File: config.mk
export PLATFORM = sky130hd
export DESIGN_NAME = gat_memory_controller
export DESIGN_NICKNAME = d
export VERILOG_FILES = /design/src/rtl/gat_dims_pkg.sv /design/src/rtl/gat_types_pkg.sv /design/src/rtl/gat_bram.sv /design/src/rtl/gat_memory_controller.sv
export SDC_FILE = /design/constraint.sdc
export NUM_CORES = 1
export LEC_CHECK = 0
export BUFFER_PORTS_ARGS = -buffer_cell sky130_fd_sc_hd__buf_2
export CELL_PAD_IN_SITES_DETAIL_PLACEMENT = 1
export CELL_PAD_IN_SITES_GLOBAL_PLACEMENT = 1
export CORE_ASPECT_RATIO = 1.25
export CORE_MARGIN = 1
export CORE_UTILIZATION = 45
export DETAILED_ROUTE_END_ITERATION = 10
export GPL_TIMING_DRIVEN = 1
export PLACE_DENSITY = 0.68
export SLEW_MARGIN = 10
export SYNTH_ARGS = -nofsm -noshare
export SYNTH_HDL_FRONTEND = slang
export SYNTH_HIERARCHICAL = 1
export SYNTH_SLANG_ARGS = --single-unit
export TNS_END_PERCENT = 50
File: constraint.sdc
create_clock -name clk -period 2.3 [get_ports clk]
set_clock_uncertainty 0.15 [all_clocks]
set_input_delay 0 -clock clk [delete_from_list [all_inputs] [get_ports clk]]
set_output_delay 0 -clock clk [all_outputs]
set_load 0.01 [all_outputs]
File: src/rtl/gat_dims_pkg.sv
`default_nettype none

package gat_dims_pkg;

  // ========================================
  // Layer dimensions
  // ========================================
  localparam int DATA_WIDTH      = 8;
  localparam int TOTAL_NODES     = 16;
  localparam int NUM_FEATURE_IN  = 8;
  localparam int NUM_FEATURE_OUT = 4;
  localparam int MAX_NODES       = 8;

  // Memory depths
  localparam int H_DATA_DEPTH    = 64;
  localparam int WEIGHT_DEPTH    = NUM_FEATURE_IN * NUM_FEATURE_OUT + 2 * NUM_FEATURE_OUT;
  // a_src then a_dst follow the W matrix
  localparam int A_BASE          = NUM_FEATURE_IN * NUM_FEATURE_OUT;

  // Field and address widths
  localparam int COL_IDX_WIDTH   = $clog2(NUM_FEATURE_IN);
  localparam int ROW_LEN_WIDTH   = $clog2(NUM_FEATURE_IN + 1);
  localparam int NUM_NODE_WIDTH  = $clog2(MAX_NODES + 1);
  localparam int WGT_COL_WIDTH   = $clog2(NUM_FEATURE_OUT);
  localparam int H_DATA_ADDR_W   = $clog2(H_DATA_DEPTH);
  localparam int NODE_ADDR_W     = $clog2(TOTAL_NODES);
  localparam int WEIGHT_ADDR_W   = $clog2(WEIGHT_DEPTH);

  // Engine counters
  localparam int COEF_CNT_W      = $clog2(2 * NUM_FEATURE_OUT + 1);
  localparam int MAC_CNT_W       = $clog2(NUM_FEATURE_OUT + 1);

  // ========================================
  // Arithmetic
  // ========================================
  localparam int WH_DATA_WIDTH   = 20;
  localparam int SCORE_WIDTH     = 32;
  localparam int LEAKY_SHIFT     = 3;

endpackage

`default_nettype wire

File: src/rtl/gat_types_pkg.sv
`default_nettype none

package gat_types_pkg;

  import gat_dims_pkg::*;

  // ========================================
  // Memory entries
  // ========================================
  typedef logic signed [DATA_WIDTH-1:0] weight_t;

  typedef struct packed {
    logic signed [DATA_WIDTH-1:0] value;
    logic [COL_IDX_WIDTH-1:0]     col;
  } h_entry_t;

  // first is set on the subgraph's first node
  typedef struct packed {
    logic [ROW_LEN_WIDTH-1:0]  row_len;
    logic [NUM_NODE_WIDTH-1:0] num_nodes;
    logic                      first;
  } node_info_t;

  // Host write ports
  typedef struct packed {
    logic                     ena;
    logic                     wea;
    logic [H_DATA_ADDR_W-1:0] addr;
    h_entry_t                 din;
  } h_wr_t;

  typedef struct packed {
    logic                   ena;
    logic                   wea;
    logic [NODE_ADDR_W-1:0] addr;
    node_info_t             din;
  } node_info_wr_t;

  typedef struct packed {
    logic                     ena;
    logic                     wea;
    logic [WEIGHT_ADDR_W-1:0] addr;
    weight_t                  din;
  } wgt_wr_t;

  // ========================================
  // Engine to attention
  // ========================================
  typedef logic signed [WH_DATA_WIDTH-1:0] wh_elem_t;
  typedef wh_elem_t [NUM_FEATURE_OUT-1:0] wh_vec_t;

  typedef struct packed {
    wh_vec_t                wh;
    logic [NODE_ADDR_W-1:0] node;
    logic                   first;
  } wh_item_t;

  typedef struct packed {
    weight_t [NUM_FEATURE_OUT-1:0] src;
    weight_t [NUM_FEATURE_OUT-1:0] dst;
  } attn_vec_t;

  typedef enum logic [2:0] {
    IDLE,
    LOAD_COEF,
    FETCH_INFO,
    FETCH_ENTRY,
    MAC,
    EMIT,
    DONE
  } engine_state_t;

endpackage

`default_nettype wire

File: src/rtl/gat_bram.sv
`timescale 1ns/1ps
`default_nettype none

module gat_bram #(
  parameter int WIDTH = 8,
  parameter int DEPTH = 16
) (
  input  logic                     clk,
  input  logic                     wr_en,
  input  logic [$clog2(DEPTH)-1:0] wr_addr,
  input  logic [WIDTH-1:0]         wr_data,
  input  logic [$clog2(DEPTH)-1:0] rd_addr,
  output logic [WIDTH-1:0]         rd_data
);

  logic [WIDTH-1:0] mem [DEPTH];

  // Port A writes, port B reads with one cycle of latency
  always_ff @(posedge clk) begin
    if (wr_en) begin
      mem[wr_addr] <= wr_data;
    end
    rd_data <= mem[rd_addr];
  end

endmodule

`default_nettype wire

File: src/rtl/gat_memory_controller.sv
`timescale 1ns/1ps
`default_nettype none

module gat_memory_controller (
  input  logic                                   clk,
  input  logic                                   arst_n,
  input  gat_types_pkg::h_wr_t                   h_wr,
  input  gat_types_pkg::node_info_wr_t           info_wr,
  input  gat_types_pkg::wgt_wr_t                 wgt_wr,
  input  logic                                   h_data_load_done,
  input  logic                                   node_info_load_done,
  input  logic                                   wgt_load_done,
  input  logic [gat_dims_pkg::H_DATA_ADDR_W-1:0] h_addr,
  input  logic [gat_dims_pkg::NODE_ADDR_W-1:0]   info_addr,
  input  logic [gat_dims_pkg::WEIGHT_ADDR_W-1:0] wgt_addr,
  output gat_types_pkg::h_entry_t                h_entry,
  output gat_types_pkg::node_info_t              node_info,
  output gat_types_pkg::weight_t                 wgt_dout,
  output logic                                   all_loaded
);

  import gat_dims_pkg::*;
  import gat_types_pkg::*;

  logic h_wr_en;
  logic info_wr_en;
  logic wgt_wr_en;

  // Host strobes need both enable and write enable
  assign h_wr_en    = h_wr.ena & h_wr.wea;
  assign info_wr_en = info_wr.ena & info_wr.wea;
  assign wgt_wr_en  = wgt_wr.ena & wgt_wr.wea;

  gat_bram #(
    .WIDTH ($bits(h_entry_t)),
    .DEPTH (H_DATA_DEPTH)
  ) u_h_data_bram (
    .clk     (clk),
    .wr_en   (h_wr_en),
    .wr_addr (h_wr.addr),
    .wr_data (h_wr.din),
    .rd_addr (h_addr),
    .rd_data (h_entry)
  );

  gat_bram #(
    .WIDTH ($bits(node_info_t)),
    .DEPTH (TOTAL_NODES)
  ) u_node_info_bram (
    .clk     (clk),
    .wr_en   (info_wr_en),
    .wr_addr (info_wr.addr),
    .wr_data (info_wr.din),
    .rd_addr (info_addr),
    .rd_data (node_info)
  );

  gat_bram #(
    .WIDTH (DATA_WIDTH),
    .DEPTH (WEIGHT_DEPTH)
  ) u_wgt_bram (
    .clk     (clk),
    .wr_en   (wgt_wr_en),
    .wr_addr (wgt_wr.addr),
    .wr_data (wgt_wr.din),
    .rd_addr (wgt_addr),
    .rd_data (wgt_dout)
  );

  always_ff @(posedge clk or negedge arst_n) begin
    if (!arst_n) begin
      all_loaded <= 1'b0;
    end else begin
      all_loaded <= h_data_load_done & node_info_load_done & wgt_load_done;
    end
  end

endmodule

`default_nettype wire

After elaboration in Yosys (flattened, before gate mapping)

Memory sizes are Yosys's and may differ from the RTL's. A register that Yosys moved wholly into a read port is not among the register bits.
Index checks and enable logic that the tools add are counted.

Bits in registers: 1
RAM bits: 1168
Output and inout port bits: 29
Word-level logic and storage cells: 15
Memories kept: 3

Memory list:

| memory               | depth | width | read ports | clocked after memory_dff | wr ports | line           | text |
|---|---|---|---|---|---|---|---|
| u_h_data_bram.mem    | 64    | 11    | 1          | 1                        | 1        | gat_bram.sv:16 | `logic [WIDTH-1:0] mem [DEPTH];` |
| u_wgt_bram.mem       | 40    | 8     | 1          | 1                        | 1        | gat_bram.sv:16 |  |
| u_node_info_bram.mem | 16    | 9     | 1          | 1                        | 1        | gat_bram.sv:16 |  |

Mux-type cells: 6
Bitwise operators: 5

Operators by type and width:

| operator    | count |
|---|---|
| $mux 1      | 6 |
| $and 1x1->1 | 5 |

Logic depth before layout (Yosys ltp)

Word-level depth: 3
Gate-level depth with buffers: 9
Gate-level depth less buffers: 5

Hierarchy

The synthesis kept the hierarchy.

By module, submodules not included:

| module                       | instances | cells an instance | area an instance (µm²) |
|---|---|---|---|
| gat_bram at u_h_data_bram    | 1         | 1279              | 27486.4 |
| gat_bram at u_wgt_bram       | 1         | 696               | 12993.7 |
| gat_bram at u_node_info_bram | 1         | 254               | 5780.5 |
| gat_memory_controller        | 1         | 5                 | 50.0 |

Worst setup path before layout

No wires, ideal clock.

Path type: in2reg
From: input port h_addr[0] in the netlist's numbering
To: register u_h_data_bram.rd_data[0] (read register of u_h_data_bram.mem)
Arrival: 1667 ps
Data required time: 2034 ps
Slack: 368 ps
Stages: 8
Buffers on the path: 4
Cell sequence: buf_2 -> buf_6 -> buf_6 -> buf_2 -> mux4_2 -> a21oi_1 -> nand3_1 -> a31o_1

RTL lines:

| element            | line                        | text |
|---|---|---|
| start: declaration | gat_memory_controller.sv:13 | `input logic [gat_dims_pkg::H_DATA_ADDR_W-1:0] h_addr,` |
| end: declaration   | gat_bram.sv:13              | `output logic [WIDTH-1:0] rd_data` |

==> flow_metrics.env <==
export IMPL_status="complete, no violations"
export IMPL_track_usage=0.219
export IMPL_io_pin_count=100
export IMPL_reg2reg_slack_ps=100
export IMPL_hp_class="input port to register"
export IMPL_min_period_ps=2200
export IMPL_crit_fanout=1
export IMPL_synthMuxAreaShare=0.149
export IMPL_start_kind="register"
export IMPL_setup_viol=0
export IMPL_power_w=0.0461
export IMPL_core_region_area_mm2=0.102
export IMPL_min_period_over_period=0.958
export IMPL_first_iter_violations=1848
export IMPL_wl_per_cell_um=27.8
export IMPL_rsz0062_at_grt="no"
export IMPL_h_tree_depth=3
export IMPL_comb_power_share=0.056
export IMPL_cp_arrival_ps=2650
export IMPL_syn_inst=2234
export IMPL_ys_seq_area_frac=0.770
export IMPL_layoutNonFillerInstCount=4080
export IMPL_start_util=0.454
export IMPL_drive_gt1_frac=0.277
export IMPL_synthArstFlopShare=0.000835
export IMPL_syn_area_mm2=0.0463
export IMPL_dieArea_mm2=0.104
export IMPL_drc=0
export IMPL_area_growth_pct=18.1
export IMPL_synth_avg_cell_area_um2=20.7
export IMPL_path_clk_slew_ps=70
export IMPL_dp_cells=3790
export IMPL_firstDrtPassIters=7
export IMPL_yosys_warnings=6
export IMPL_synthXorXnorAreaFrac=0
export IMPL_switching_share=0.212
export IMPL_vias_per_cell=5.75
export IMPL_root_buffer="clkbuf_16"
export IMPL_end_kind="register"
export IMPL_tightest_slew_ps=938
export IMPL_slew_headroom=0.374
export IMPL_worstSetupPathType="register to register"
export IMPL_ir_drop_uv=756
export IMPL_rows=131
export IMPL_clk_path_buf_depth=3
export IMPL_max_cap_violations=0
export IMPL_max_freq_mhz=454
export IMPL_post_dp_hpwl_um=71300
export IMPL_synthSimpleGateAreaFrac=0.0282
export IMPL_required_ps=2740
export IMPL_cts_num_sinks=1197
export IMPL_synth_edff_count=1168
export IMPL_cts_made_buffers=113
export IMPL_seq_power_share=0.523
export IMPL_drt_wl_total_um=114000
export IMPL_final_nets=2722
export IMPL_antenna_found_initial=5
export IMPL_grt_overflow_total=0
export IMPL_grt_pass1_wl_um=167000
export IMPL_power_density_mw_per_mm2=843
export IMPL_numPortBuffers=99
export IMPL_ys_ff_latch=1197
export IMPL_fin_setup_tns_ps=0
export IMPL_synthFlopType="edfxtp_1"
export IMPL_p_clk_frac=0.421
export IMPL_fin_util=0.537
export IMPL_die_h_um=361
export IMPL_yosysUniqueCellTypes=47
export IMPL_hold_viol=0
export IMPL_insertion_delay_ps=730
export IMPL_synth_compound_area_share=0.0369
export IMPL_die_w_um=289
export IMPL_synth_nets=2305
export IMPL_postCtsSetupRepairBufs=0
export IMPL_grt_pass1_vias=25200
export IMPL_cts_tree="built"
export IMPL_synth_top_family_by_area="multiplexers"
export IMPL_dr_total_vias=23500
export IMPL_p_int_w=0.0364
export IMPL_maxSlewViolCount=0
export IMPL_synthAdderAreaFrac=0
export IMPL_ant_nets=0
export IMPL_p_switching_w=0.00977
export IMPL_place_gp_congestion=0.827
export IMPL_grt_start_max_net_pins=65
export IMPL_leakage_nw=18.3
## area by class of cell
class                           count  area (um^2)
Clock buffer                      130         2940
Fill cell                        9038        47300
Tap cell                         1330         1660
Timing Repair Buffer              427         3560
Multi-Input combinational cell    911         9900
Sequential cell                  1197        35700
Clock inverter                     82          955
Antenna cell                        2         5.00
Inverter                            1         3.75
## power by group through the flow
stage	clock network, W	registers, W	logic [W]
2_1_floorplan	0	0.0246	0.00125
3_3_place_gp	0	0.0246	0.00240
3_5_place_dp	0	0.0246	0.00247
4_1_cts	0.0197	0.0241	0.00258
5_1_grt	0.0204	0.0241	0.00271
6_report	0.0194	0.0241	0.00256
## synthesized netlist by cell type (12+ instances only)
library cell,n,share of area
a22o_1,16,0.0030
a22oi_1,61,0.0099
buf_2,30,0.0032
clkbuf_1,41,0.0033
buf_1,14,0.0011
buf_6,12,0.0029
nor2b_1,24,0.0032
mux4_1,15,0.0085
a221oi_1,24,0.0045
a221oi_2,12,0.0039
edfxtp_1,1168,0.76
nand2_1,63,0.0051
a21oi_1,27,0.0029
dfxtp_1,28,0.012
o22ai_1,19,0.0026
nand3_1,20,0.0022
nor2_1,119,0.0096
mux2i_1,200,0.043
mux4_2,195,0.095
buf_4,20,0.0032
## path summary, 6_finish.rpt
| path | startpoint | depth (start not counted) | endpoint |
|---|---|---|---|
| worst max-delay path | u_wgt_bram/mem[33][1] | 5 | u_wgt_bram/rd_data[1] |
| worst min-delay path | h_addr[1] | 6 | u_h_data_bram/rd_data[8] |
| worst max register to register | u_wgt_bram/mem[33][1] | 5 | u_wgt_bram/rd_data[1] |
| worst min register to register | u_node_info_bram/mem[4][5] | 3 | u_node_info_bram/rd_data[5] |
| max in group asynchronous | arst_n | 4 | all_loaded |
| min in group asynchronous | arst_n | 4 | all_loaded |
## flip-flops by register name, indices dropped and copies added (netlist names)
signal	flops
u_node_info_bram/rd_data	9
u_wgt_bram/rd_data	8
u_wgt_bram/mem	320
u_h_data_bram/mem	704
u_node_info_bram/mem	144
all_loaded	1
u_h_data_bram/rd_data	11
## cells in the final DEF, fill, tap and decap left out, drive strengths merged, types with 10 or more instances in the layout
master / netlist / layout
edfxtp: 1168 / 1168
buf: 81 / 350
mux4: 210 / 210
mux2i: 200 / 200
clkbuf: 43 / 131
nor2: 119 / 119
dlygate4sd3: 0 / 76
nand2: 63 / 63
a22oi: 61 / 61
clkinv: 1 / 59
a221oi: 36 / 36
dfxtp: 28 / 28
a21oi: 27 / 27
nor2b: 24 / 24
nand3: 20 / 20
o22ai: 19 / 19
bufinv: 0 / 18
a22o: 16 / 16
o21ai: 11 / 11
a211oi: 11 / 11
a32o: 10 / 10
nand2b: 10 / 10
nor4: 10 / 10
a31o: 10 / 10
## what timing repair did
item	in CTS	in global routing
gates resized for setup	0	1
hold buffers	76	0
endpoints found under the setup margin	0	1
hold endpoints to repair	1728	0
## worst max-delay path, stage by stage, from the launching register on
cell           delay [ps]
edfxtp_1              380
mux4_2                490
mux2_2                320
nand2_1                90
dlygate4sd3_1         580
o41ai_2                70
## layer usage
metal  GRT usage  share of wire
met4      0.0793          0.031
met3      0.0305          0.049
met5           0              0
met2       0.377           0.52
met1       0.284           0.40
## logic make-up (layout without fill, tap and decap cells)
group                  after synthesis  count (layout)
other                                0               2
DFF                               1197            1197
AOI/OAI and AO/OA                  210             210
and+or+nand+nor                    283             283
buffers and inverters              126             640
muxes                              418             418
## through the flow
step	instance area, um^2	hold WS [ps]	setup slack, ps
2_1_floorplan	46300	-446	368
3_3_place_gp	50000	-376	-78.8
3_5_place_dp	50000	-373	-63.2
4_1_cts	54700	25.0	41.9
5_1_grt	54700	92.0	8.26
6_report	54700	68.2	95.7
No activity file was read; power rests on OpenSTA's default activity.
