[config.mk]
export PLATFORM = sky130hd
export DESIGN_NAME = gat_attention
export DESIGN_NICKNAME = d
export VERILOG_FILES = /design/src/rtl/gat_dims_pkg.sv /design/src/rtl/gat_types_pkg.sv /design/src/rtl/gat_bram.sv /design/src/rtl/gat_attention.sv
export SDC_FILE = /design/constraint.sdc
export NUM_CORES = 2
export LEC_CHECK = 0
export ABC_AREA = 1
export BUFFER_PORTS_ARGS = -buffer_cell sky130_fd_sc_hd__buf_2
export CAP_MARGIN = 20
export CORE_MARGIN = 10
export CORE_UTILIZATION = 34
export DETAILED_ROUTE_END_ITERATION = 10
export GPL_TIMING_DRIVEN = 0
export PLACE_DENSITY = 0.49
export SYNTH_ARGS = -nofsm -noshare
export SYNTH_HDL_FRONTEND = slang
export SYNTH_SLANG_ARGS = --single-unit
[constraint.sdc]
create_clock -name clk -period 5.79 [get_ports clk]
set_input_delay 0.579 -clock clk [delete_from_list [all_inputs] [get_ports clk]]
set_output_delay 0.579 -clock clk [all_outputs]
set_load 0.01 [all_outputs]
[src/rtl/gat_dims_pkg.sv]
`default_nettype none

package gat_dims_pkg;

  // ========================================
  // Layer dimensions
  // ========================================
  localparam int DATA_WIDTH      = 8;
  localparam int TOTAL_NODES     = 16;
  localparam int NUM_FEATURE_IN  = 8;
  localparam int NUM_FEATURE_OUT = 4;
  localparam int MAX_NODES       = 8;

  // Memory depths
  localparam int H_DATA_DEPTH    = 64;
  localparam int WEIGHT_DEPTH    = NUM_FEATURE_IN * NUM_FEATURE_OUT + 2 * NUM_FEATURE_OUT;
  // a_src then a_dst follow the W matrix
  localparam int A_BASE          = NUM_FEATURE_IN * NUM_FEATURE_OUT;

  // Field and address widths
  localparam int COL_IDX_WIDTH   = $clog2(NUM_FEATURE_IN);
  localparam int ROW_LEN_WIDTH   = $clog2(NUM_FEATURE_IN + 1);
  localparam int NUM_NODE_WIDTH  = $clog2(MAX_NODES + 1);
  localparam int WGT_COL_WIDTH   = $clog2(NUM_FEATURE_OUT);
  localparam int H_DATA_ADDR_W   = $clog2(H_DATA_DEPTH);
  localparam int NODE_ADDR_W     = $clog2(TOTAL_NODES);
  localparam int WEIGHT_ADDR_W   = $clog2(WEIGHT_DEPTH);

  // Engine counters
  localparam int COEF_CNT_W      = $clog2(2 * NUM_FEATURE_OUT + 1);
  localparam int MAC_CNT_W       = $clog2(NUM_FEATURE_OUT + 1);

  // ========================================
  // Arithmetic
  // ========================================
  localparam int WH_DATA_WIDTH   = 20;
  localparam int SCORE_WIDTH     = 32;
  localparam int LEAKY_SHIFT     = 3;

endpackage

`default_nettype wire

[src/rtl/gat_types_pkg.sv]
`default_nettype none

package gat_types_pkg;

  import gat_dims_pkg::*;

  // ========================================
  // Memory entries
  // ========================================
  typedef logic signed [DATA_WIDTH-1:0] weight_t;

  typedef struct packed {
    logic signed [DATA_WIDTH-1:0] value;
    logic [COL_IDX_WIDTH-1:0]     col;
  } h_entry_t;

  // first is set on the subgraph's first node
  typedef struct packed {
    logic [ROW_LEN_WIDTH-1:0]  row_len;
    logic [NUM_NODE_WIDTH-1:0] num_nodes;
    logic                      first;
  } node_info_t;

  // Host write ports
  typedef struct packed {
    logic                     ena;
    logic                     wea;
    logic [H_DATA_ADDR_W-1:0] addr;
    h_entry_t                 din;
  } h_wr_t;

  typedef struct packed {
    logic                   ena;
    logic                   wea;
    logic [NODE_ADDR_W-1:0] addr;
    node_info_t             din;
  } node_info_wr_t;

  typedef struct packed {
    logic                     ena;
    logic                     wea;
    logic [WEIGHT_ADDR_W-1:0] addr;
    weight_t                  din;
  } wgt_wr_t;

  // ========================================
  // Engine to attention
  // ========================================
  typedef logic signed [WH_DATA_WIDTH-1:0] wh_elem_t;
  typedef wh_elem_t [NUM_FEATURE_OUT-1:0] wh_vec_t;

  typedef struct packed {
    wh_vec_t                wh;
    logic [NODE_ADDR_W-1:0] node;
    logic                   first;
  } wh_item_t;

  typedef struct packed {
    weight_t [NUM_FEATURE_OUT-1:0] src;
    weight_t [NUM_FEATURE_OUT-1:0] dst;
  } attn_vec_t;

  typedef enum logic [2:0] {
    IDLE,
    LOAD_COEF,
    FETCH_INFO,
    FETCH_ENTRY,
    MAC,
    EMIT,
    DONE
  } engine_state_t;

endpackage

`default_nettype wire

[src/rtl/gat_bram.sv]
`timescale 1ns/1ps
`default_nettype none

module gat_bram #(
  parameter int WIDTH = 8,
  parameter int DEPTH = 16
) (
  input  logic                     clk,
  input  logic                     wr_en,
  input  logic [$clog2(DEPTH)-1:0] wr_addr,
  input  logic [WIDTH-1:0]         wr_data,
  input  logic [$clog2(DEPTH)-1:0] rd_addr,
  output logic [WIDTH-1:0]         rd_data
);

  logic [WIDTH-1:0] mem [DEPTH];

  // Port A writes, port B reads with one cycle of latency
  always_ff @(posedge clk) begin
    if (wr_en) begin
      mem[wr_addr] <= wr_data;
    end
    rd_data <= mem[rd_addr];
  end

endmodule

`default_nettype wire

[src/rtl/gat_attention.sv]
`timescale 1ns/1ps
`default_nettype none

module gat_attention (
  input  logic                                 clk,
  input  logic                                 arst_n,
  input  gat_types_pkg::attn_vec_t             attn,
  input  logic                                 run_start,
  input  logic                                 wh_valid,
  input  gat_types_pkg::wh_item_t              wh_item,
  input  logic                                 run_done,
  input  logic [gat_dims_pkg::NODE_ADDR_W-1:0] score_addr,
  output logic [gat_dims_pkg::SCORE_WIDTH-1:0] score_dout,
  output logic                                 gat_ready
);

  import gat_dims_pkg::*;

  logic signed [SCORE_WIDTH-1:0] src_dot;
  logic signed [SCORE_WIDTH-1:0] dst_dot;
  logic signed [SCORE_WIDTH-1:0] src_hold;
  logic signed [SCORE_WIDTH-1:0] s1_src;
  logic signed [SCORE_WIDTH-1:0] s1_dst;
  logic [NODE_ADDR_W-1:0]        s1_node;
  logic                          s1_vld;
  logic signed [SCORE_WIDTH-1:0] sum;
  logic signed [SCORE_WIDTH-1:0] leaky;
  logic signed [SCORE_WIDTH-1:0] s2_score;
  logic [NODE_ADDR_W-1:0]        s2_node;
  logic                          s2_vld;

  // ========================================
  // Stage one
  // ========================================
  always_comb begin
    src_dot = '0;
    dst_dot = '0;
    for (int i = 0; i < NUM_FEATURE_OUT; i++) begin
      src_dot = src_dot + attn.src[i] * wh_item.wh[i];
      dst_dot = dst_dot + attn.dst[i] * wh_item.wh[i];
    end
  end

  // ========================================
  // Stage two
  // ========================================
  // Negative sums round toward minus infinity
  assign sum   = s1_src + s1_dst;
  assign leaky = sum[SCORE_WIDTH-1] ? (sum >>> LEAKY_SHIFT) : sum;

  always_ff @(posedge clk) begin
    if (wh_valid) begin
      if (wh_item.first) begin
        src_hold <= src_dot;
      end
      // First node of a subgraph bypasses the held term
      s1_src  <= wh_item.first ? src_dot : src_hold;
      s1_dst  <= dst_dot;
      s1_node <= wh_item.node;
    end
    if (s1_vld) begin
      s2_score <= leaky;
      s2_node  <= s1_node;
    end
  end

  always_ff @(posedge clk or negedge arst_n) begin
    if (!arst_n) begin
      s1_vld    <= 1'b0;
      s2_vld    <= 1'b0;
      gat_ready <= 1'b0;
    end else begin
      s1_vld <= wh_valid;
      s2_vld <= s1_vld;
      // Ready once the last write has left the pipeline
      if (run_start) begin
        gat_ready <= 1'b0;
      end else if (run_done && !s1_vld && !s2_vld) begin
        gat_ready <= 1'b1;
      end
    end
  end

  gat_bram #(
    .WIDTH (SCORE_WIDTH),
    .DEPTH (TOTAL_NODES)
  ) u_score_bram (
    .clk     (clk),
    .wr_en   (s2_vld),
    .wr_addr (s2_node),
    .wr_data (s2_score),
    .rd_addr (score_addr),
    .rd_data (score_dout)
  );

endmodule

`default_nettype wire

# Yosys cells after proc, flatten, opt, wreduce, memory -nomap -nowiden
# Memory sizes are Yosys's and may differ from the RTL's. A register that Yosys moved wholly into a read port is not among the register bits.
# Cells that the tools add are included.
[totals]
regBits = 107
out_inout_bits = 33
mem_bits_rw = 512
memories = 1
in_bits = 158
[classes]
reduce_logical = 6
multipliers = 8
add_sub_neg = 7
n_mux = 6
[memory_table]
columns = ["memory", "depth", "width", "rd", "rd_clocked_by_memory_dff", "wr", "line_no", "rtl"]
rows = [
  ["u_score_bram.mem", 16, 32, 1, 1, 1, "gat_bram.sv:16", "logic [WIDTH-1:0] mem [DEPTH];"],
]
[ops]
columns = ["op", "n"]
rows = [
  ["$mul 8x20->28", 8],
  ["$mux 32", 2],
  ["$add 30x28->31", 2],
  ["$add 29x28->30", 2],
  ["$add 28x28->29", 2],
  ["$add 32x32->32", 1],
  ["$mux 1", 4],
  ["$logic_and 1x1->1", 2],
  ["$logic_not 1->1", 2],
  ["$reduce_and 2->1", 1],
  ["$reduce_bool 2->1", 1],
]

# Depth between registers and ports, before layout
[depth]
ltp_word = 5
ltp_mapped = 30
mapped_depth_nobuf = 28

# Modules after synthesis
# Synthesis repeated with hierarchy kept, for this count alone.
[hier_totals]
cells_unflattened = 8476
area_unflattened_um2 = 75283.5
[modules_own_cells]
columns = ["module", "cells_each", "area_each_um2", "instances"]
rows = [
  ["gat_attention", 6356, 52552.9, 1],
  ["gat_bram", 2120, 22730.6, 1],
]

# Worst setup path before layout
# Ideal clock, no wire load.
[synth_timing]
path_kind = "in2reg"
start = "input wh_item[67] in the netlist's numbering"
end = "register s1_dst[30] (data pin)"
setup_time_ns = 0.252
stages = 28
path_slack_ns = -1.014
t_arrival_ns = 6.552
n_path_buf = 2
path_cell_list = "clkbuf_1 -> clkbuf_1 -> nand2_1 -> fa_1 -> inv_1 -> fa_1 -> inv_1 -> fa_1 -> inv_1 -> fa_1 -> fa_1 -> inv_1 -> fa_1 -> fa_1 -> inv_1 -> fa_1 -> ha_1 -> nand2_1 -> o21ai_1 -> nand2_1 -> nand2_1 -> nand2_1 -> nand2_1 -> nand2_1 -> nand3_1 -> inv_1 -> nand2_1 -> nand2_1"
[synth_between]
elab_chain_cells = 2
[synth_lines]
columns = ["element", "line_no", "rtl"]
rows = [
  ["start: declaration", "gat_attention.sv:10", "input gat_types_pkg::wh_item_t wh_item,"],
  ["$mul 8x20->28", "gat_attention.sv:40", "dst_dot = dst_dot + attn.dst[i] * wh_item.wh[i];"],
  ["$add 30x28->31", "gat_attention.sv:40", ""],
  ["via dst_dot[30]", "gat_attention.sv:20", "logic signed [SCORE_WIDTH-1:0] dst_dot;"],
  ["end signal: assignment", "gat_attention.sv:58", "s1_dst <= dst_dot;"],
  ["end: declaration", "gat_attention.sv:23", "logic signed [SCORE_WIDTH-1:0] s1_dst;"],
]
# The timed path passes the listed nets, and every way through them passes these cells.
# A chain may end at the register's enable or synchronous reset.

# Worst setup path after layout
[layout_timing]
start = "input wh_item[44] in the netlist's numbering"
end = "register s1_src[21] (data pin)"
[layout_between]
elab_chain_cells = 5
[layout_lines]
columns = ["element", "line_no", "rtl"]
rows = [
  ["$mul 8x20->28", "gat_attention.sv:39", "src_dot = src_dot + attn.src[i] * wh_item.wh[i];"],
  ["$add 28x28->29", "gat_attention.sv:39", ""],
  ["$add 29x28->30", "gat_attention.sv:39", ""],
  ["$add 30x28->31", "gat_attention.sv:39", ""],
  ["via src_dot[21]", "gat_attention.sv:19", "logic signed [SCORE_WIDTH-1:0] src_dot;"],
  ["$mux 32", "n/a", ""],
  ["end signal: assignment", "gat_attention.sv:57", "s1_src <= wh_item.first ? src_dot : src_hold;"],
  ["end: declaration", "gat_attention.sv:22", "logic signed [SCORE_WIDTH-1:0] s1_src;"],
]
# The timed path passes the listed nets, and every way through them passes these cells. The select of a mux whose other input is x is not followed.

==> metrics <==
Arr. time, crit path=7130 ps; CP max FO=6; Die Ht=485.4 um; synthesized instance count=7754; Hold Crit Start=run_start; most common cell after layout, fill and taps aside=inv_1; post-synthesis mux area share=1.740%; FP Rows=170; worst-margin pin slew=1199 ps; xor and xnor fraction of the mapped netlist area=0.9515%; largest net degree at the start of global routing=38; post-synthesis adder-cell area fraction=42.44%; Die X=485.4 um; CP Launch Type=input pin; clk_skew=60.90 ps; Area growth syn-to-layout=19.50%; hold crit path type=in -> reg; CTS sink cnt=649; yosys warns=0; Tmin final=6743 ps; Overflow after GRT=0; final WL=268.6 mm; CP dominant cell by count=fa_1; clk slew on worst S/H paths=60 ps; Max Fclk=0.1483 GHz; Slew headroom=20.04%; Total Routing Usage GR=22.64%; I/O pin cnt=191; most frequent cells in the layout=inv_1 (2109), nand2_1 (1587), fa_1 (1239), edfxtp_1 (614), ha_1 (251); simple-gate share of the synthesized area=11.29%; critical path type=in -> reg; Worst Hold Depth=2; register area share after synthesis=26.01%; max-slew violation count=0; Initial Util=34.24%; syn_area_per_cell=9.497 um2; Reg2Reg Depth=11; Post-Syn Area=73640 um2; half-perimeter wire length after placement=223.0 mm; setup ws final=-953.1 ps; root buffer cell=clkbuf_16; Worst setup EP type=register; initial antenna violation count=17; R2R Path Start=s1_src[0]; # setup viols final=46; max incr delay on CP=650 ps; MaxCap Viol Count=0; TritonCTS buffer count=67; ANT nets after route=0; drt first pass iters=6; Residual DRC=0; Mapped Nets=9586; fin nets=9971; Crit path required time=6170 ps; Synth cell types=44; period utilization=116.5%; main combinational cell family by area after synthesis=adder cells; Core Area=215000 um2; RSZ-0062 raised after global routing=true; Hold Vio Cnt, Final=0; clock latency on the worst-skew pair=660 ps; CP max-delay cell=fa_2; H-tree lvl count=3; drt wl/cell=24.33 um; global-route wire length before repair=387.6 mm; clk buf depth=3; TritonCTS clock tree=built; Iteration-0 DRC Markers=4093; Final Wtd Congestion=1.107; failing checks=negative setup slack; status=complete, but fails checks; die area=235600 um2; Port Buffer Count=102; vias in the first global route=56030; Via density=4.818; fin util=40.92%; Reg2Reg Setup Slack=2990 ps; Synth Register Bits=649; share of layout cells above drive strength 1=16.52%; via count=53210; Compound-Gate Fraction of Synth Area=4.324%; Hold Path End=gat_ready; Critical R2R Capture=s2_score[28]
-- logic make-up (layout without fill, tap and decap cells) --
logic type               Yosys count  count (layout)
other                              0              15
buffers and inverters           2572            3008
multiplexers                     128             128
AND/OR/NAND/NOR                 2092            2092
XOR/XNOR                          80              80
adder cells (fa/ha/maj)         1674            1674
flip-flops                       649             649
AO/OA/AOI/OAI                    559             559
-- sequential cells by signal (all words and copies together), names as in the netlist --
signal,cells
s1_vld,1
s1_node,4
gat_ready,1
s1_src,31
s2_score,32
u_score_bram.rd_data,32
s1_dst,31
u_score_bram.mem,512
s2_vld,1
s2_node,4
-- synth_stat cells (all sizes together) --
cell    count  area share (%)
inv      2239              11
nand2    1717             8.9
fa       1373              37
edfxtp    614              25
ha        301             5.1
clkbuf    286             1.5
a21oi     211             1.4
o21ai     194             1.3
nor2      171            0.91
nand3     141            0.99
o211ai    129             1.3
mux2i     128             1.7
xor2       61            0.73
buf        47            0.38
nand4      34            0.29
dfxtp      32            0.87
xnor2      19            0.23
nor3       17            0.12
o21bai     11            0.11
a21o        5           0.051
nand3b      4           0.041
nor4        4           0.034
a21boi      3           0.031
dfrtp       3            0.10
a211oi      2           0.020
a31oi       2           0.017
o21a        2           0.020
or2         2           0.017
and2        1          0.0085
and3        1          0.0085
-- worst max-delay path, delay by kind of cell --
kind                       cells  cell delay [ps]
adders and majority gates      9             4450
buffers and inverters          9             1160
AOI/OAI and AO/OA              4              590
and+or+nand+nor                2              170
xor gates and xnor gates       1              160
-- area by class of cell --
cell class                 count  area [um2]
clock inverter                39       381.6
sequential                   649       19150
clock buffer                  81        1729
inverter                    2239        8436
antenna                       15       37.54
fill                       21200      127000
multi-input combinational   4533       47690
timing repair buffer         316        3352
buffer                       333        3669
tap                         2838        3551
-- worst max path at each step --
stage / startpoint / end / slack [ps]
finish: wh_item[44] / s1_src[21] / -950
global route: wh_item[44] / s1_dst[30] / -1050
CTS: wh_item[44] / s1_src[30] / -880
detailed placement: attn[15] / s1_dst[30] / -2320
global placement: attn[15] / s1_dst[30] / -2310
floorplan: attn[40] / s1_src[30] / -690
-- stage by stage --
stage,TNS (ps),hold slack [ps],area (um2),instances,setup WS [ps]
global placement,-85300,373.9,79700,10690,-2314
detailed placement,-86890,382.7,80230,10710,-2322
finish,-22090,85.73,88000,11040,-953.1
floorplan,-18630,283.4,75640,7754,-686.4
global route,-27210,86.13,87990,11040,-1051
CTS,-19140,55.53,86850,10970,-876.9
-- timing repair --
action,CTS,global route
pin swaps,308,223
hold endpoints to repair,3,0
resized for setup,786,225
setup buffers,125,50
setup endpoints to repair,51,49
cloned,16,4
hold buffers,1,0
-- routing by layer --
metal	share of wire, %	vias to the layer above	track usage, %
met2	50	1701	39.42
li1	-	23610	-
met1	38	27520	27.41
met4	5.6	2	10.68
met3	6.2	372	3.531
met5	0.0056	-	0
Power is left out: the tool's default activity adds up to more than one toggle a clock period on the data nets, which glitch-free logic cannot reach.
