### config.mk
export PLATFORM = sky130hd
export DESIGN_NAME = gat_wh_engine
export DESIGN_NICKNAME = d
export VERILOG_FILES = /design/src/rtl/gat_dims_pkg.sv /design/src/rtl/gat_types_pkg.sv /design/src/rtl/gat_wh_engine.sv
export SDC_FILE = /design/constraint.sdc
export NUM_CORES = 1
export LEC_CHECK = 0
export ABC_CLOCK_PERIOD_IN_PS = 6260
export BUFFER_PORTS_ARGS = -buffer_cell sky130_fd_sc_hd__buf_2
export CORE_MARGIN = 2
export CORE_UTILIZATION = 52
export DETAILED_ROUTE_END_ITERATION = 10
export PLACE_DENSITY_LB_ADDON = 0.3
export SLEW_MARGIN = 20
export SYNTH_ARGS = -nofsm -noshare
export SYNTH_HDL_FRONTEND = slang
export SYNTH_SLANG_ARGS = --single-unit
### constraint.sdc
create_clock -name clk -period 6.26 [get_ports clk]
set_clock_uncertainty 0.1 [all_clocks]
set_input_delay 0.313 -clock clk [delete_from_list [all_inputs] [get_ports clk]]
set_output_delay 0.313 -clock clk [all_outputs]
set_load 0.1 [all_outputs]
### src/rtl/gat_dims_pkg.sv
`default_nettype none

package gat_dims_pkg;

  // ========================================
  // Layer dimensions
  // ========================================
  localparam int DATA_WIDTH      = 8;
  localparam int TOTAL_NODES     = 16;
  localparam int NUM_FEATURE_IN  = 8;
  localparam int NUM_FEATURE_OUT = 4;
  localparam int MAX_NODES       = 8;

  // Memory depths
  localparam int H_DATA_DEPTH    = 64;
  localparam int WEIGHT_DEPTH    = NUM_FEATURE_IN * NUM_FEATURE_OUT + 2 * NUM_FEATURE_OUT;
  // a_src then a_dst follow the W matrix
  localparam int A_BASE          = NUM_FEATURE_IN * NUM_FEATURE_OUT;

  // Field and address widths
  localparam int COL_IDX_WIDTH   = $clog2(NUM_FEATURE_IN);
  localparam int ROW_LEN_WIDTH   = $clog2(NUM_FEATURE_IN + 1);
  localparam int NUM_NODE_WIDTH  = $clog2(MAX_NODES + 1);
  localparam int WGT_COL_WIDTH   = $clog2(NUM_FEATURE_OUT);
  localparam int H_DATA_ADDR_W   = $clog2(H_DATA_DEPTH);
  localparam int NODE_ADDR_W     = $clog2(TOTAL_NODES);
  localparam int WEIGHT_ADDR_W   = $clog2(WEIGHT_DEPTH);

  // Engine counters
  localparam int COEF_CNT_W      = $clog2(2 * NUM_FEATURE_OUT + 1);
  localparam int MAC_CNT_W       = $clog2(NUM_FEATURE_OUT + 1);

  // ========================================
  // Arithmetic
  // ========================================
  localparam int WH_DATA_WIDTH   = 20;
  localparam int SCORE_WIDTH     = 32;
  localparam int LEAKY_SHIFT     = 3;

endpackage

`default_nettype wire

### src/rtl/gat_types_pkg.sv
`default_nettype none

package gat_types_pkg;

  import gat_dims_pkg::*;

  // ========================================
  // Memory entries
  // ========================================
  typedef logic signed [DATA_WIDTH-1:0] weight_t;

  typedef struct packed {
    logic signed [DATA_WIDTH-1:0] value;
    logic [COL_IDX_WIDTH-1:0]     col;
  } h_entry_t;

  // first is set on the subgraph's first node
  typedef struct packed {
    logic [ROW_LEN_WIDTH-1:0]  row_len;
    logic [NUM_NODE_WIDTH-1:0] num_nodes;
    logic                      first;
  } node_info_t;

  // Host write ports
  typedef struct packed {
    logic                     ena;
    logic                     wea;
    logic [H_DATA_ADDR_W-1:0] addr;
    h_entry_t                 din;
  } h_wr_t;

  typedef struct packed {
    logic                   ena;
    logic                   wea;
    logic [NODE_ADDR_W-1:0] addr;
    node_info_t             din;
  } node_info_wr_t;

  typedef struct packed {
    logic                     ena;
    logic                     wea;
    logic [WEIGHT_ADDR_W-1:0] addr;
    weight_t                  din;
  } wgt_wr_t;

  // ========================================
  // Engine to attention
  // ========================================
  typedef logic signed [WH_DATA_WIDTH-1:0] wh_elem_t;
  typedef wh_elem_t [NUM_FEATURE_OUT-1:0] wh_vec_t;

  typedef struct packed {
    wh_vec_t                wh;
    logic [NODE_ADDR_W-1:0] node;
    logic                   first;
  } wh_item_t;

  typedef struct packed {
    weight_t [NUM_FEATURE_OUT-1:0] src;
    weight_t [NUM_FEATURE_OUT-1:0] dst;
  } attn_vec_t;

  typedef enum logic [2:0] {
    IDLE,
    LOAD_COEF,
    FETCH_INFO,
    FETCH_ENTRY,
    MAC,
    EMIT,
    DONE
  } engine_state_t;

endpackage

`default_nettype wire

### src/rtl/gat_wh_engine.sv
`timescale 1ns/1ps
`default_nettype none

module gat_wh_engine (
  input  logic                                   clk,
  input  logic                                   arst_n,
  input  logic                                   all_loaded,
  input  gat_types_pkg::h_entry_t                h_entry,
  input  gat_types_pkg::node_info_t              node_info,
  input  gat_types_pkg::weight_t                 wgt_dout,
  output logic [gat_dims_pkg::H_DATA_ADDR_W-1:0] h_addr,
  output logic [gat_dims_pkg::NODE_ADDR_W-1:0]   info_addr,
  output logic [gat_dims_pkg::WEIGHT_ADDR_W-1:0] wgt_addr,
  output gat_types_pkg::attn_vec_t               attn,
  output logic                                   run_start,
  output logic                                   wh_valid,
  output gat_types_pkg::wh_item_t                wh_item,
  output logic                                   run_done
);

  import gat_dims_pkg::*;
  import gat_types_pkg::*;

  engine_state_t            state;
  logic [COEF_CNT_W-1:0]    coef_cnt;
  logic [MAC_CNT_W-1:0]     mac_cnt;
  logic [ROW_LEN_WIDTH-1:0] ent_cnt;
  logic [ROW_LEN_WIDTH-1:0] row_len_q;
  logic                     first_q;
  logic                     info_wait;
  logic [NODE_ADDR_W-1:0]   node;
  logic [H_DATA_ADDR_W-1:0] h_ptr;
  wh_vec_t                  acc;
  logic [COEF_CNT_W-1:0]    coef_idx;
  logic [WGT_COL_WIDTH-1:0] acc_idx;
  logic                     last_entry;
  logic                     last_node;

  // Read data lags its address by one cycle
  assign coef_idx   = coef_cnt - 1'b1;
  assign acc_idx    = WGT_COL_WIDTH'(mac_cnt - 1'b1);
  assign last_entry = (ent_cnt + 1'b1) == row_len_q;
  assign last_node  = node == NODE_ADDR_W'(TOTAL_NODES - 1);

  assign h_addr    = h_ptr;
  assign info_addr = node;
  assign run_start = (state == LOAD_COEF) && (coef_cnt == '0);
  assign wh_valid  = state == EMIT;
  assign run_done  = state == DONE;
  assign wh_item   = '{wh: acc, node: node, first: first_q};

  // W is row-major so the entry column picks the row
  always_comb begin
    if (state == LOAD_COEF) begin
      wgt_addr = WEIGHT_ADDR_W'(A_BASE) + WEIGHT_ADDR_W'(coef_cnt);
    end else begin
      wgt_addr = WEIGHT_ADDR_W'({h_entry.col, mac_cnt[WGT_COL_WIDTH-1:0]});
    end
  end

  // ========================================
  // Sequencer
  // ========================================
  always_ff @(posedge clk or negedge arst_n) begin
    if (!arst_n) begin
      state     <= IDLE;
      coef_cnt  <= '0;
      mac_cnt   <= '0;
      ent_cnt   <= '0;
      info_wait <= 1'b0;
      node      <= '0;
      h_ptr     <= '0;
    end else if (!all_loaded) begin
      state <= IDLE;
    end else begin
      case (state)
        IDLE: begin
          state     <= LOAD_COEF;
          coef_cnt  <= '0;
          mac_cnt   <= '0;
          info_wait <= 1'b0;
          node      <= '0;
          h_ptr     <= '0;
        end
        LOAD_COEF: begin
          coef_cnt <= coef_cnt + 1'b1;
          if (coef_cnt == COEF_CNT_W'(2 * NUM_FEATURE_OUT)) begin
            state <= FETCH_INFO;
          end
        end
        // Second cycle sees the node info
        FETCH_INFO: begin
          info_wait <= ~info_wait;
          if (info_wait) begin
            ent_cnt <= '0;
            state   <= (node_info.row_len == '0) ? EMIT : FETCH_ENTRY;
          end
        end
        FETCH_ENTRY: begin
          mac_cnt <= '0;
          state   <= MAC;
        end
        MAC: begin
          mac_cnt <= mac_cnt + 1'b1;
          if (mac_cnt == MAC_CNT_W'(NUM_FEATURE_OUT)) begin
            mac_cnt <= '0;
            ent_cnt <= ent_cnt + 1'b1;
            h_ptr   <= h_ptr + 1'b1;
            state   <= last_entry ? EMIT : FETCH_ENTRY;
          end
        end
        EMIT: begin
          node  <= node + 1'b1;
          state <= last_node ? DONE : FETCH_INFO;
        end
        DONE: begin
          state <= DONE;
        end
        default: begin
          state <= IDLE;
        end
      endcase
    end
  end

  // ========================================
  // Datapath
  // ========================================
  always_ff @(posedge clk) begin
    case (state)
      IDLE: begin
        acc <= '0;
      end
      LOAD_COEF: begin
        if (coef_cnt != '0) begin
          if (coef_idx[WGT_COL_WIDTH]) begin
            attn.dst[coef_idx[WGT_COL_WIDTH-1:0]] <= wgt_dout;
          end else begin
            attn.src[coef_idx[WGT_COL_WIDTH-1:0]] <= wgt_dout;
          end
        end
      end
      FETCH_INFO: begin
        if (info_wait) begin
          row_len_q <= node_info.row_len;
          first_q   <= node_info.first;
        end
      end
      MAC: begin
        // Weight for column mac_cnt-1 arrives now
        if (mac_cnt != '0) begin
          acc[acc_idx] <= acc[acc_idx] + h_entry.value * wgt_dout;
        end
      end
      EMIT: begin
        acc <= '0;
      end
      default: begin
        acc <= acc;
      end
    endcase
  end

endmodule

`default_nettype wire

-- Word level (Yosys, flattened, before mapping)
Cells that the tools add are included.
- bits in registers: 174
- input bits: 31
- output and inout port bits: 168
- logic and storage cells: 111
- add/sub/neg operators: 9
- $mul: 1
- order comparisons: 4
- equality and inequality tests: 16
- multiplexer cells: 30
- bitwise gates (word level): 2
- reduce and logical (&&, ||, !) cells: 28
- operator list (cell ; number):
    $pmux W80 S2 ; 1
    $bwmux W80 ; 1
    $mux W80 ; 1
    $bwmux W32 ; 2
    $bmux W20 S2 ; 1
    $demux W20 S2 ; 1
    $mux W20 ; 2
    $mux W3 ; 8
    $pmux W4 S2 ; 3
    $pmux W3 S7 ; 1
    $add A20 B16 Y20 ; 1
    $demux W8 S2 ; 1
    $mul A8 B8 Y16 ; 1
    $reduce_bool A2 Y1 ; 7
    $add A4 B1 Y4 const B ; 3
    $eq A3 B3 Y1 const B ; 4
    $mux W6 ; 2
    $pmux W6 S2 ; 1
    $reduce_and A2 Y1 ; 6
    $reduce_and A3 Y1 ; 4
    $eq A4 B4 Y1 const B ; 2
    $logic_not A4 Y1 ; 2
    $mux W4 ; 2
    $mux W8 ; 1
    other kinds (22) ; 32

-- Depth between registers and ports, before layout
- word-level depth: 8
- gate-level depth with buffers: 24
- mapped depth without buffers: 21

-- Least setup slack after synthesis
OpenSTA, ideal clock, no wires.
- kind: reg2reg
- from: register mac_cnt[0]
- to: register acc (netlist bit wh_item[24]), data pin
- library setup time: 0.261 ns
- data arrival time: 5.795 ns
- required time: 5.899 ns
- path slack: 0.104 ns
- stages on the path, launching flop included: 23
- path buffers: 4
- period minus slack after synthesis: 6.156 ns
- path through: dfrtp_1 buf_2 buf_2 inv_1 ha_1 clkbuf_1 mux4_2 fa_1 inv_1 fa_1 inv_1 fa_1 inv_1 fa_1 inv_1 ha_1 ha_1 clkbuf_1 a21oi_1 a21oi_1 o41a_1 nor3_1 a311o_1
- longest elaborated chain between the ends: 8
- elaborated cells on any way between the ends: 12
- classes of those cells: add/sub (2); order compare (2); mux (7); reduce/logical (1)
- RTL lines (what ; RTL line ; RTL):
    from (decl) ; gat_wh_engine.sv:26 ; logic [MAC_CNT_W-1:0] mac_cnt;
    from (signal assigned) ; gat_wh_engine.sv:104 ; mac_cnt <= mac_cnt + 1'b1;
    $sub A2 B1 Y2 (*) ; gat_wh_engine.sv:41 ; assign acc_idx = WGT_COL_WIDTH'(mac_cnt - 1'b1);
    branches (longest 4 deep; another with $add A20 B16 Y20) ; n/a ;
    $bwmux W80 (*) ; gat_wh_engine.sv:152 ; acc[acc_idx] <= acc[acc_idx] + h_entry.value * wgt_dout;
    $mux W80 (*) ; gat_wh_engine.sv:151 ; if (mac_cnt != '0) begin
    $pmux W80 S2 (*) ; gat_wh_engine.sv:130 ; case (state)
    to (signal, indexed assignment) ; gat_wh_engine.sv:152 ;
    to (decl) ; gat_wh_engine.sv:33 ; wh_vec_t acc;
Mark *: on every way between the ends. The select of a mux whose other input is x is not followed.
A chain may end at the register's enable or synchronous reset.

-- Worst setup path in the final report
- from: register mac_cnt[0]
- to: register acc (netlist bit wh_item[64]), data pin
Same word-level chain as after synthesis.

==> qor.yml <==
outcome:
  outcome: "finished, final reports clean"
detailed_routing:
  drtIter0Drc: 768
  via_count: 8797
  wirelength_mm: 30.2
  detail_route.vias_per_cell: 5.79
  drc: 0
  ant_nets: 0
  wire_per_inst_um: 19.9
  drt-pass1-iter-count: 6
job:
  cap_violations: 0
clocking:
  cts_buffers: 17
  path_clk_slew_ns: 0.08
  clockBufferDepth: 2
  tritoncts: "done"
  cts-root-buf: "clkbuf_16"
  htreeDepth: 4
  cts.sinks: 174
  clk_latency_ns: 0.44
setup_path:
  ff2ff_setup_slack_ns: 0.32
  rr_startpoint: "mac_cnt[0]$_DFFE_PN0P_"
  path_max_fanout: 6
  crit_start: "mac_cnt[0]$_DFFE_PN0P_"
  start_kind: "flop"
  crit_path_end: "wh_item[64]$_SDFFCE_PP0P_"
  critPathArrivalTime_ns: 6.04
  cp_data_required_time_ns: 6.35
  cp-end-kind: "flop"
  rr_endpoint: "wh_item[64]$_SDFFCE_PP0P_"
  reg2reg_depth: 20
  critical_path_class: "reg2reg"
synthesis:
  yosys_warnings: 0
  yosys.area.top_type_share_pct: 37.6
  ys_async_sr_fraction_pct: 14.4
  synthTopCellsByArea: "edfxtp_1 (38%), fa_1 (15%), ha_1 (6.2%), dfrtp_1 (5.3%), mux4_2 (3.8%)"
  yosys_register_bits: 174
  seq_area_frac_synth_pct: 42.9
  synth_nets: 1208
  synth_area_mm2: 0.0119
  synth_cells: 1030
  synth_area_leader_cell: "edfxtp_1"
  synth_edf_count: 149
  ys_types: 59
  synth-main-ff-cell: "edfxtp_1"
  avgSynthCellArea_um2: 11.5
placed_design:
  dpl-instance-area_mm2: 0.0132
  gp_congestion: 0.828
  port_buffers: 194
  hpwl_mm: 21.2
floorplan:
  core_mm2: 0.0226
  rows: 55
  die-width_um: 155
  start_util_pct: 52.7
  dieArea_mm2: 0.0241
  ios: 199
  die_y_um: 155
layout:
  drive_gt1_share_pct: 22.8
  postLayoutCoreUtil_pct: 61.6
  fillers: 1821
  design_area_mm2: 0.0139
  area_growth_pct: 16.9
  nets: 1399
  diodes: 0
global_routing:
  grt_pass1_vias: 8612
  grt-ovfl-total: 0
  grt_pass1_wl_mm: 47.6
  gr-usage-all-layers_pct: 25.6
  grt_max_degree: 81
  antenna_found_initial: 0
sta:
  setup_tns_ns: 0
  relSlewSlack_pct: 25.7
  hold_viol: 0
  max_freq_mhz: 168
  fin_crit_ns: 5.94
  tightest_slew_ns: 1.11
  grt_setup_unrepaired: "false"
  setup_viol: 0
  period_share_pct: 94.9
  slew_viol_final: 0
worst_hold_path:
  hold_class: "in2reg"
  hold_depth: 1
flip-flops by register name, summed over array words and instances (netlist names):
| signal | flops |
|---|---|
| row_len_q | 4 |
| mac_cnt | 3 |
| info_wait | 1 |
| attn | 64 |
| state | 3 |
| coef_cnt | 4 |
| info_addr | 4 |
| first_q | 1 |
| wh_item | 80 |
| ent_cnt | 4 |
| h_addr | 6 |
critical path, cell delays in order (launching register included):
cell and delay, ns:
dfrtp_2 0.40, inv_1 0.07, ha_1 0.42, buf_4 0.21
mux4_2 0.38, fa_1 0.50, inv_1 0.05, fa_1 0.49
inv_1 0.05, fa_1 0.47, inv_1 0.06, fa_1 0.55
inv_1 0.06, ha_1 0.30, ha_1 0.37, and3_1 0.23
nor2_1 0.05, a21oi_1 0.28, o41a_1 0.29, nor3_1 0.07
a311o_1 0.28
per-layer routing:
layer | GRT usage [%] | part of all wire [%] | vias to the layer above
met5 | 0 | 0 | -
met4 | 8.61 | 2.5 | 0
met3 | 4.32 | 6.8 | 55
met2 | 39.9 | 47 | 403
met1 | 37.0 | 44 | 4334
li1 | - | - | 4005
worst min-delay path by stage:
| stage | start | to |
|---|---|---|
| finish | wgt_dout[7] | attn[39]$_DFFE_PP_ |
| global route | wgt_dout[7] | attn[39]$_DFFE_PP_ |
| CTS | all_loaded | state[2]$_DFFE_PN0P_ |
| detailed placement | arst_n | coef_cnt[2]$_DFFE_PN0P_ |
| global placement | arst_n | coef_cnt[2]$_DFFE_PN0P_ |
| floorplan | arst_n | coef_cnt[0]$_DFFE_PN0P_ |
layout by cell type, fill, tap and decap left out, types with 6 or more instances in the layout:
master	synthesis	final
or3_1	7	7
xor2_1	13	13
and2_1	46	46
a2111o_1	11	11
o21ai_0	29	29
nor2_1	77	77
inv_1	106	106
a21o_1	6	6
dfrtp_1	25	24
a211oi_1	10	10
buf_2	12	194
nor3_1	18	17
nand3_1	60	60
buf_4	6	19
mux2i_1	37	37
edfxtp_1	149	149
and3_1	22	22
nor2b_1	6	6
dlygate4sd3_1	0	6
mux4_2	20	20
nand2_1	82	81
o211ai_1	8	8
fa_1	88	88
nand4_1	6	6
ha_1	59	59
xnor2_1	13	13
a21oi_1	23	23
clkbuf_16	0	17
area by class of cell:
| class | count | area, um2 | share of cell area (%) |
|---|---|---|---|
| Sequential cell | 174 | 5100 | 36.7 |
| Inverter | 108 | 405 | 2.92 |
| Clock inverter | 15 | 215 | 1.55 |
| Timing Repair Buffer | 221 | 1210 | 8.73 |
| Multi-Input combinational cell | 699 | 6180 | 44.5 |
| Clock buffer | 17 | 425 | 3.06 |
| Tap cell | 285 | 357 | 2.57 |
what timing repair did:
action | in CTS | in global routing
endpoints found under the setup margin | 0 | 1
hold buffers | 6 | 0
endpoints found under the hold margin | 30 | 0
resized for setup | 0 | 1
setup buffers | 0 | 0
Yosys cell counts (all sizes together), types with 3 or more instances:
cell type  count
nand3         60
nor3b          3
or3            8
a2111o        11
nand2         82
a21boi         3
o21a           4
a32oi          4
nor2          77
xnor2         14
a21o           6
dfrtp         25
nor2b          6
o21ai         32
nor3          18
nand3b         3
buf           24
nand4          6
fa            88
ha            59
a311o          5
a31oi          5
a211oi        10
edfxtp       149
clkbuf        25
mux2i         37
mux4          20
o211ai         9
and2          46
nand2b         4
o22ai          4
xor2          13
and3          22
a21oi         25
inv          106
metrics by stage:
step | worst slack [ns] | instances | hold slack, ns
after floorplan | 0.104 | 1030 | -0.0826
after global placement | 0.423 | 1481 | 0.240
after detailed placement | 0.373 | 1481 | 0.247
after CTS | 0.343 | 1519 | 0.119
after global routing | 0.0193 | 1519 | 0.121
final | 0.318 | 1519 | 0.125
logic make-up (layout without fill, tap and decap cells):
group                      count (synthesis)  in the layout  share of synthesized area, %
and+or+nand+nor                          337            337                          13.7
AOI/OAI and AO/OA                        130            130                          8.10
adders and majority gates                147            147                          21.0
xor gates and xnor gates                  27             27                          2.05
DFF                                      174            174                          42.9
buffers and inverters                    157            361                          5.27
muxes                                     58             58                          6.99
Power is left out: the tool's default activity adds up to more than one toggle a clock period on the data nets, which glitch-free logic cannot reach.
